--- src/design/cpu_params.svh ---
`ifndef CPU_PARAMS_SVH
`define CPU_PARAMS_SVH

// datapath
`define XLEN      32     // register and port width
`define NREGS     16     // general registers, x0 reads zero

// program memory
`define ROM_DEPTH 64     // instruction words
`define ROM_AW    6      // log2 of ROM_DEPTH

// uart receiver
`define BAUD_DIV  16     // clocks per bit on the line

// sequencer
`define RESET_PC  0      // first fetch address after rst

`endif

--- src/design/cpu_pkg.sv ---
`include "cpu_params.svh"

package cpu_pkg;

  // 4-bit opcodes, anything not listed runs as a no-op
  typedef enum logic [3:0] {
    op_addi = 4'h0,
    op_jr   = 4'h3,
    op_in   = 4'h6,
    op_out  = 4'h7,
    op_intr = 4'h8,
    op_iret = 4'h9,
    op_halt = 4'ha
  } opcode_e;

  // instruction word, msb first
  typedef struct packed {
    logic [11:0] imm;
    logic [3:0]  rs2;
    logic [3:0]  rs1;
    logic [3:0]  rd;
    logic [3:0]  opt;    // reserved, not decoded
    opcode_e     opcode;
  } instr_t;

  typedef enum logic [1:0] {
    st_fetch,
    st_exec,
    st_halted            // left only by rst
  } cpu_state_e;

  // interrupt control register index, taken from rs1 of intr
  typedef enum logic [1:0] {
    intr_ack    = 2'd0,
    intr_enable = 2'd1,
    intr_vector = 2'd2
  } intr_reg_e;

  typedef struct packed {
    logic       valid;   // one-cycle strobe per frame
    logic [7:0] data;
  } rx_byte_t;

  typedef struct packed {
    logic             valid; // one-cycle strobe per out instruction
    logic [`XLEN-1:0] data;
  } out_t;

  typedef struct packed {
    logic              we;
    logic [`ROM_AW-1:0] addr;
    instr_t            data;
  } rom_wr_t;

endpackage

--- src/design/uart_rx.sv ---
`timescale 1ns/1ns
`include "cpu_params.svh"

module uart_rx (
  input  logic              clk,
  input  logic              rst,
  input  logic              line,
  output cpu_pkg::rx_byte_t rx
);

  localparam int unsigned CW = $clog2(`BAUD_DIV);

  typedef enum logic [1:0] {
    rx_idle,
    rx_start,
    rx_data,
    rx_stop
  } rx_state_e;

  rx_state_e   state;
  logic        line_m;          // first sync stage
  logic        line_s;          // synchronized line
  logic [CW-1:0] cnt;           // clocks within the current bit
  logic [2:0]  bit_idx;
  logic [7:0]  shreg;

  // two-flop synchronizer, idles high
  always_ff @(posedge clk) begin
    if (rst) begin
      line_m <= 1'b1;
      line_s <= 1'b1;
    end else begin
      line_m <= line;
      line_s <= line_m;
    end
  end

  always_ff @(posedge clk) begin
    if (rst) begin
      state    <= rx_idle;
      cnt      <= '0;
      bit_idx  <= '0;
      rx.valid <= 1'b0;
    end else begin
      rx.valid <= 1'b0;
      cnt      <= cnt + 1'b1;
      case (state)
        rx_idle: begin
          cnt <= '0;
          if (!line_s) state <= rx_start;          // falling start edge
        end
        rx_start: begin
          if (cnt == CW'(`BAUD_DIV / 2 - 1)) begin // half bit, confirm start
            cnt     <= '0;
            bit_idx <= '0;
            state   <= line_s ? rx_idle : rx_data;
          end
        end
        rx_data: begin
          if (cnt == CW'(`BAUD_DIV - 1)) begin     // bit center
            cnt   <= '0;
            shreg <= {line_s, shreg[7:1]};         // lsb arrives first
            bit_idx <= bit_idx + 1'b1;
            if (bit_idx == 3'd7) state <= rx_stop;
          end
        end
        rx_stop: begin
          if (cnt == CW'(`BAUD_DIV - 1)) begin
            state <= rx_idle;
            if (line_s) begin                      // low stop bit drops the frame
              rx.valid <= 1'b1;
              rx.data  <= shreg;
            end
          end
        end
        default: state <= rx_idle;
      endcase
    end
  end

endmodule

--- src/design/reg_file.sv ---
`timescale 1ns/1ns
`include "cpu_params.svh"

module reg_file (
  input  logic             clk,
  input  logic             rst,
  input  logic [3:0]       rs1_addr,
  input  logic [3:0]       rs2_addr,
  output logic [`XLEN-1:0] rs1_data,
  output logic [`XLEN-1:0] rs2_data,
  input  logic             we,
  input  logic [3:0]       rd_addr,
  input  logic [`XLEN-1:0] rd_data
);

  logic [`XLEN-1:0] regs [`NREGS];

  always_ff @(posedge clk) begin
    if (rst) begin
      for (int i = 0; i < `NREGS; i++) regs[i] <= '0;  // programs start from zeros
    end else if (we && rd_addr != 4'd0) begin
      regs[rd_addr] <= rd_data;
    end
  end

  assign rs1_data = (rs1_addr == 4'd0) ? '0 : regs[rs1_addr]; // x0 is hardwired zero
  assign rs2_data = (rs2_addr == 4'd0) ? '0 : regs[rs2_addr];

endmodule

--- src/design/intr_ctrl.sv ---
`timescale 1ns/1ns
`include "cpu_params.svh"

module intr_ctrl (
  input  logic               clk,
  input  logic               rst,
  input  logic               rx_strobe,
  input  logic               wr_en,
  input  cpu_pkg::intr_reg_e wr_reg,
  input  logic [`XLEN-1:0]   wr_value,
  input  logic               iret,
  input  logic [`ROM_AW-1:0] cur_pc,
  input  logic               trap_ack,
  output logic               take_trap,
  output logic [`ROM_AW-1:0] vector,
  output logic [`ROM_AW-1:0] epc
);

  logic irr;              // interrupt request from the uart
  logic enable;
  logic in_handler;
  logic ack_clear;

  assign ack_clear = wr_en && (wr_reg == cpu_pkg::intr_ack) && (wr_value == `XLEN'(1));

  always_ff @(posedge clk) begin
    if (rst) begin
      irr <= 1'b0;
    end else if (rx_strobe) begin
      irr <= 1'b1;          // a new byte beats a same-cycle ack
    end else if (ack_clear) begin
      irr <= 1'b0;
    end
  end

  always_ff @(posedge clk) begin
    if (rst) begin
      enable <= 1'b0;
      vector <= '0;
    end else if (wr_en) begin
      case (wr_reg)
        cpu_pkg::intr_enable: enable <= wr_value[0];
        cpu_pkg::intr_vector: vector <= wr_value[`ROM_AW-1:0];
        default: ;          // ack is handled with irr
      endcase
    end
  end

  // trap entry and return, no nesting
  always_ff @(posedge clk) begin
    if (rst) begin
      in_handler <= 1'b0;
    end else if (trap_ack) begin
      in_handler <= 1'b1;
    end else if (iret) begin
      in_handler <= 1'b0;
    end
  end

  always_ff @(posedge clk) begin
    if (trap_ack) epc <= cur_pc;  // instruction that was about to be fetched
  end

  // pending irr re-traps right after iret unless acked
  assign take_trap = irr && enable && !in_handler;

endmodule

--- src/design/prog_rom.sv ---
`timescale 1ns/1ns
`include "cpu_params.svh"

module prog_rom (
  input  logic               clk,
  input  cpu_pkg::rom_wr_t   load,
  input  logic [`ROM_AW-1:0] addr,
  output cpu_pkg::instr_t    instr
);

  cpu_pkg::instr_t mem [`ROM_DEPTH];

  always_ff @(posedge clk) begin
    if (load.we) mem[load.addr] <= load.data;  // loaded while the board is in reset
  end

  always_ff @(posedge clk) begin
    instr <= mem[addr];                        // one cycle read latency
  end

endmodule

--- src/design/cpu.sv ---
`timescale 1ns/1ns
`include "cpu_params.svh"

module cpu (
  input  logic               clk,
  input  logic               rst,
  output logic [`ROM_AW-1:0] rom_addr,
  input  cpu_pkg::instr_t    instr,
  input  cpu_pkg::rx_byte_t  rx,
  output cpu_pkg::out_t      out,
  output logic               halted
);

  cpu_pkg::cpu_state_e state;
  logic [`ROM_AW-1:0]  pc;
  logic [7:0]          last_byte;   // most recent uart byte, read by in from port 1

  logic [`XLEN-1:0]    rs1_data;
  logic [`XLEN-1:0]    rs2_data;
  logic [`XLEN-1:0]    imm_ext;
  logic [`XLEN-1:0]    io_data;
  logic                rd_we;
  logic [`XLEN-1:0]    rd_data;

  logic                exec;
  logic                take_trap;
  logic                trap_ack;
  logic [`ROM_AW-1:0]  vector;
  logic [`ROM_AW-1:0]  epc;
  logic                intr_wr;
  cpu_pkg::intr_reg_e  intr_reg;
  logic                iret;

  assign exec     = (state == cpu_pkg::st_exec);
  assign halted   = (state == cpu_pkg::st_halted);
  assign trap_ack = (state == cpu_pkg::st_fetch) && take_trap;

  // a trap fetches straight from the vector
  assign rom_addr = trap_ack ? vector : pc;

  assign imm_ext = {{(`XLEN - 12){instr.imm[11]}}, instr.imm};  // sign extended
  assign io_data = (rs1_data == `XLEN'(1)) ? {{(`XLEN - 8){1'b0}}, last_byte} : '0;

  // execute decode, only meaningful in the exec cycle
  always_comb begin
    rd_we    = 1'b0;
    rd_data  = rs1_data + imm_ext;
    intr_wr  = 1'b0;
    intr_reg = cpu_pkg::intr_reg_e'(rs1_data[1:0]);
    iret     = 1'b0;
    if (exec) begin
      case (instr.opcode)
        cpu_pkg::op_addi: rd_we = 1'b1;
        cpu_pkg::op_in: begin
          rd_we   = 1'b1;
          rd_data = io_data;
        end
        cpu_pkg::op_intr: intr_wr = (rs1_data < `XLEN'(3));  // unknown index is ignored
        cpu_pkg::op_iret: iret = 1'b1;
        default: ;
      endcase
    end
  end

  always_ff @(posedge clk) begin
    if (rst) begin
      state <= cpu_pkg::st_fetch;
      pc    <= `ROM_AW'(`RESET_PC);
    end else begin
      case (state)
        cpu_pkg::st_fetch: begin
          pc    <= rom_addr;        // old pc already saved by intr_ctrl on a trap
          state <= cpu_pkg::st_exec;
        end
        cpu_pkg::st_exec: begin
          state <= cpu_pkg::st_fetch;
          case (instr.opcode)
            cpu_pkg::op_jr:   pc <= rs1_data[`ROM_AW-1:0];
            cpu_pkg::op_iret: pc <= epc;
            cpu_pkg::op_halt: state <= cpu_pkg::st_halted;
            default:          pc <= pc + 1'b1;
          endcase
        end
        default: state <= cpu_pkg::st_halted;  // halted holds until rst
      endcase
    end
  end

  // output port strobe
  always_ff @(posedge clk) begin
    if (rst) begin
      out.valid <= 1'b0;
    end else begin
      out.valid <= exec && (instr.opcode == cpu_pkg::op_out);
      if (exec && instr.opcode == cpu_pkg::op_out) out.data <= rs2_data;
    end
  end

  always_ff @(posedge clk) begin
    if (rst) begin
      last_byte <= '0;
    end else if (rx.valid) begin
      last_byte <= rx.data;     // later bytes overwrite, no back-pressure
    end
  end

  reg_file i_reg_file (
    .clk      (clk),
    .rst      (rst),
    .rs1_addr (instr.rs1),
    .rs2_addr (instr.rs2),
    .rs1_data (rs1_data),
    .rs2_data (rs2_data),
    .we       (rd_we),
    .rd_addr  (instr.rd),
    .rd_data  (rd_data)
  );

  intr_ctrl i_intr_ctrl (
    .clk       (clk),
    .rst       (rst),
    .rx_strobe (rx.valid),
    .wr_en     (intr_wr),
    .wr_reg    (intr_reg),
    .wr_value  (rs2_data),
    .iret      (iret),
    .cur_pc    (pc),
    .trap_ack  (trap_ack),
    .take_trap (take_trap),
    .vector    (vector),
    .epc       (epc)
  );

endmodule

--- src/design/mother_board.sv ---
`timescale 1ns/1ns
`include "cpu_params.svh"

module mother_board (
  input  logic             clk,
  input  logic             rst,
  input  logic             uart_rx,   // serial line, idles high
  input  cpu_pkg::rom_wr_t rom_load,  // only used while rst is high
  output cpu_pkg::out_t    out,
  output logic             halted
);

  logic [`ROM_AW-1:0] rom_addr;
  cpu_pkg::instr_t    instr;
  cpu_pkg::rx_byte_t  rx;

  prog_rom i_prog_rom (
    .clk   (clk),
    .load  (rom_load),
    .addr  (rom_addr),
    .instr (instr)
  );

  cpu i_cpu (
    .clk      (clk),
    .rst      (rst),
    .rom_addr (rom_addr),
    .instr    (instr),
    .rx       (rx),
    .out      (out),
    .halted   (halted)
  );

  uart_rx i_uart_rx (
    .clk  (clk),
    .rst  (rst),
    .line (uart_rx),
    .rx   (rx)
  );

endmodule

--- config.mk ---
export PLATFORM = sky130hd
export DESIGN_NAME = mother_board
export DESIGN_NICKNAME = d
export VERILOG_FILES = /design/src/design/cpu_pkg.sv /design/src/design/uart_rx.sv /design/src/design/reg_file.sv /design/src/design/intr_ctrl.sv /design/src/design/prog_rom.sv /design/src/design/cpu.sv /design/src/design/mother_board.sv
export VERILOG_INCLUDE_DIRS = /design/src /design/src/design
export SDC_FILE = /design/constraint.sdc
export NUM_CORES = 2
export LEC_CHECK = 0
export BUFFER_PORTS_ARGS = -buffer_cell sky130_fd_sc_hd__buf_2
export CAP_MARGIN = 0
export CORE_ASPECT_RATIO = 1.5
export CORE_MARGIN = 2
export CORE_UTILIZATION = 60
export CTS_BUF_LIST = sky130_fd_sc_hd__clkbuf_8
export CTS_CLUSTER_SIZE = 30
export DETAILED_ROUTE_END_ITERATION = 10
export GPL_TIMING_DRIVEN = 0
export HOLD_SLACK_MARGIN = 0.12
export PLACE_DENSITY = 0.76
export SLEW_MARGIN = 5
export SYNTH_ARGS = -nofsm -noshare
export SYNTH_HDL_FRONTEND = slang
export SYNTH_SLANG_ARGS = --single-unit
--- constraint.sdc ---
create_clock -name clk -period 15.4 [get_ports clk]
set_input_delay 3.08 -clock clk [delete_from_list [all_inputs] [get_ports clk]]
set_output_delay 3.08 -clock clk [all_outputs]
set_load 0.01 [all_outputs]
## Word-level counts from Yosys, hierarchy flattened

Memory sizes are Yosys's and may differ from the RTL's. A register that Yosys moved wholly into a read port is not among the register bits.
Index checks and enable logic that the tools add are counted.

- Bits in registers: 92
- Bits in writable memories: 2,560
- Output and inout port bits: 34
- Word-level logic and storage cells: 126
- Memories kept: 2

Memory list:

| name | depth | width | rd ports | clocked after memory_dff | write ports | RTL line | RTL |
|---|---|---|---|---|---|---|---|
| i_prog_rom.mem | 64 | 32 | 1 | 1 | 1 | prog_rom.sv:11 | `` cpu_pkg::instr_t mem [`ROM_DEPTH]; `` |
| i_cpu.i_reg_file.regs | 16 | 32 | 2 | 0 | 16 | reg_file.sv:16 | `` logic [`XLEN-1:0] regs [`NREGS]; `` |

- $add $sub $neg: 4
- Order comparisons: 1
- Equality and inequality tests: 24
- Multiplexer cells: 44
- Bitwise gates (word level): 3
- Reduce and logical (&&, ||, !) cells: 30

Operator list:

| cell | count |
|---|---|
| 32-bit 2-to-1 mux | 5 |
| 32-bit by 1-bit equality test with 1-bit output (second input constant) | 2 |
| 32-bit adder | 1 |
| 32-bit by 2-bit less-than comparator with 1-bit output (second input constant) | 1 |
| 32-bit OR reduction | 1 |
| 1-bit 2-to-1 mux | 18 |
| 6-bit one-hot mux with 3 select lines | 1 |
| 4-bit equality test (second input constant) | 4 |
| 2-bit 2-to-1 mux | 7 |
| 4-bit by 3-bit equality test with 1-bit output (second input constant) | 3 |
| 4-bit zero test | 3 |
| 4-bit 2-to-1 mux | 3 |
| 4-bit one-hot mux with 3 select lines | 1 |
| 6-bit one-hot mux with 2 select lines | 1 |
| 9-bit 2-to-1 mux | 1 |
| 2-bit equality test (second input constant) | 4 |
| 8-bit 2-to-1 mux | 1 |
| 2-bit by 1-bit != test with 1-bit output (second input constant) | 4 |
| 2-bit one-hot mux with 4 select lines | 1 |
| 2-bit AND reduction | 4 |
| 2-bit nonzero test | 4 |
| 1-bit logical AND | 7 |
| 6-bit by 1-bit adder with 6-bit output (second input constant) | 1 |
| 2-bit by 1-bit equality test with 1-bit output (second input constant) | 3 |
| other kinds (18) | 25 |

## Logic depth before layout (Yosys ltp)

- Depth in word-level cells: 10
- Gate-level depth with buffers: 22

## By module

Synthesis repeated with hierarchy kept, for this count alone.

- Cell total of the unflattened synthesis: 5,688
- Area total of the unflattened synthesis: 109,831.6 um^2

Modules (own cells, without submodules):

| module | times used | cells an instance | area an instance (um^2) | sequential area each (um^2) |
|---|---|---|---|---|
| prog_rom | 1 | 3,324 | 78,515.3 | 62,139.6 |
| reg_file | 1 | 1,778 | 25,572.0 | 14,443.9 |
| cpu | 1 | 457 | 4,063.9 | 1,301.2 |
| uart_rx | 1 | 77 | 1,069.8 | 720.7 |
| intr_ctrl | 1 | 52 | 610.6 | 360.3 |

## Least setup slack after synthesis

Ideal clock, no wire load.

- Kind: input -> register
- Start: input rom_load[35] in the netlist's numbering
- End: memory i_prog_rom.mem[32][0] in the netlist's numbering (enable)
- Arrival time: 5.729 ns
- Slack: 9.222 ns
- Stages on the path: 4
- Path buffers: 1
- Cells stage by stage: clkbuf_1 -> nand2b_1 -> or3_1 -> nor3_1

RTL lines:

| what | RTL line | RTL |
|---|---|---|
| start: declaration | mother_board.sv:8 | `input cpu_pkg::rom_wr_t rom_load,` |
| end: declaration | prog_rom.sv:11 |  |

Straight into the memory's write port.

==> out/metrics.cfg <==
[outcome]
status = complete, but fails checks
violations = max-capacitance violations, max-slew violations

[clock_network]
cts_resized = 0
cts_root_buf = clkbuf_8
cts_hold_buf = 0
clock_latency_ns = 1.12
h-tree-depth = 5
cts_tree = yes
cts_made_buffers = 355
clockBufferDepth = 4
clk_pin_slew_ns = 0.07
cts_setup_buffers = 0
cts.sink_count = 2424

[placement]
numPortBuffers = 66
dp_slack_ns = 7.64
placed_cells = 10293
hpwl_mm = 237
gp_congestion = 1.05

[drt]
post_drt_wl_per_cell_um = 31.0
wl_met2_mm = 163
first_iter_violations = 9842
firstDrtPassIters = 10
wl_met1_mm = 102
vias = 72435
drt_wl_total_mm = 339
routed-wl-met3_mm = 36.5
topRoutingLayerUsed = met5
detail-route-antenna-nets = 0
drc_errors = 0
viasPerCell = 6.63

[sta]
hold_viol = 0
setup_violations = 0
worst_slew_pin_slew_ns = 1.55
fin_skew_ns = 0.0855
setup_tns_ns = 0
drv_slew = 18
layout_worst_path_cycle_share_pct = 54.2
relSlewSlack_pct = -3.65
max_freq_mhz = 120
layout_setup_ws_ns = 7.06
rsz0062_at_grt = false
min_period_ns = 8.34

[floorplan]
die_w_um = 343
start_util_pct = 60.4
core_mm2 = 0.171
fp.dieH_um = 513
placementRows = 186
dieArea_mm2 = 0.176
boundaryPins = 76

[global_route]
grt_usage_pct = 38.5
grt_pass1_vias = 72236
grt_antenna_before_repair = 13
grt_pass1_wl_mm = 480
grt_max_degree = 65
grt-ovfl-total = 0

[layout]
layout_common_cells = 2,358 x edfxtp_1, 1,891 x nand2_1, 936 x nand3_1
drive_gt1_share_pct = 12.2
nets = 8474
final_util_pct = 67.4
final_common_cell = edfxtp_1
syn_to_final_growth_pct = 11.5
layoutNonFillerInstCount = 10921

[power]
p_total_w = 0.0208
p_leak_nw = 40.0
irDropWorstVdd_mv = 0.116
cellPowerDensity_mw_per_mm2 = 181

[critical_path]
path_max_fanout = 10
arrival_ns = 9.17
reg2reg_slack_ns = 7.06
critPathLaunchType = register
endpoint_kind = register
cp.required_ns = 16.23
crit_type = register to register

[synthesis]
ys_seq_area_share_pct = 69.7
synth.area.top_cells = edfxtp_1 68%, nand2_1 6.9%, mux4_2 5.5%, nand3_1 4.5%, a311oi_1 2.4%
synthDistinctLibCells = 84
ys_warn_count = 0
avgSynthCellArea_um2 = 13.1
synth-edff-count = 2358
synth_top_cell_by_area = edfxtp_1
async_flop_share_pct = 0
netlist_instances = 7876
synth_area_mm2 = 0.104
synthFlopType = edfxtp_1
synthDominantCellAreaShare_pct = 68.4
ys_ff_latch = 2424

[job]
cap_violations = 2

[hold_path]
hold_class = register to register

==> registers in the layout (all words and copies together) (netlist names), 2 cells and up, named ones only <==
register and count:
i_uart_rx.bit_idx 3, i_prog_rom.mem 1792, i_uart_rx.shreg 8, i_cpu.i_intr_ctrl.vector 6, i_cpu.state 2, i_cpu.i_reg_file.regs 512
i_cpu.out 33, i_cpu.i_intr_ctrl.epc 6, i_cpu.pc 6, i_uart_rx.rx 9, i_prog_rom.instr 28, i_uart_rx.cnt 4
i_cpu.last_byte 8
==> final timing paths <==
kind / end / startpoint / cells after the start
worst max-delay path: i_cpu.i_reg_file.regs[3][25] / i_prog_rom.instr[13] / 19
worst min register to register: i_uart_rx.line_s / i_uart_rx.line_m / 1
worst min-delay path: i_uart_rx.line_s / i_uart_rx.line_m / 1
worst max register to register: i_cpu.i_reg_file.regs[3][25] / i_prog_rom.instr[13] / 19
==> stage by stage <==
stage	hold WS [ns]	instance area, µm²
3_5_place_dp	0.395	109000
3_3_place_gp	0.400	107000
6_report	0.414	115000
5_1_grt	0.432	115000
2_1_floorplan	0.389	104000
4_1_cts	0.416	115000
==> cells in the mapped netlist (22+ instances only) <==
library cell / n
edfxtp_1: 2358
nand2_1: 1891
nand3_1: 936
nor2_1: 569
clkbuf_1: 464
a311oi_1: 280
mux4_2: 254
and3_1: 123
a21oi_1: 110
mux2i_1: 109
nor3_1: 70
dfxtp_1: 66
a31oi_1: 65
buf_1: 50
buf_2: 46
o21ai_0: 41
a211oi_1: 39
mux2_2: 38
ha_1: 36
nand2b_1: 30
o22ai_1: 22
xnor2_1: 22
==> worst max-delay path, stage by stage, from the launching register on <==
cell and delay (ns):
dfxtp_1 0.50, buf_6 0.24, buf_2 0.39, buf_2 0.64, buf_1 1.11, mux4_2 0.54
mux2i_1 0.16, o21ai_0 0.54, ha_1 0.40, a21oi_1 0.15, o22ai_1 0.11, o41a_1 0.40
a31o_2 0.29, o211ai_1 0.46, a21oi_1 0.28, nor4b_1 0.73, o31ai_1 0.20, xnor2_1 0.48
buf_2 0.34, nor2_1 0.08
==> cells by family (layout without fill, tap and decap cells) <==
logic type,count (synthesis),count (layout),synth area share [%]
AO/OA/AOI/OAI,656,656,4.72
buffers and inverters,599,1348,2.33
adder cells (fa/ha/maj),41,41,0.493
AND/OR/NAND/NOR,3712,3712,15.3
XOR/XNOR,37,37,0.320
flip-flops,2424,2424,69.7
multiplexers,406,406,7.12
other,1,41,0.00362
==> power breakdown <==
group	total (W)	internal, W	switching, W
Clock	0.00506	0.00258	0.00248
Sequential	0.00751	0.00740	0.000103
Combinational	0.00828	0.00234	0.00593
==> layer usage <==
metal	track usage, %	vias up
met2	62.9	5466
met1	41.3	34933
met3	9.00	1589
met5	0	-
li1	-	30437
met4	35.1	10
==> area by class of cell <==
cell class              count  area [µm²]
diodes                      9        22.5
plain buffers             580        2350
clock buffers             368        5060
clock inverters           250        1620
fillers                 12070       55900
inverters                  19        71.3
multi-input cells        4884       29600
flip-flops and latches   2424       72100
well taps                2256        2820
repair buffers            131        1680
No activity file was read; power rests on OpenSTA's default activity.
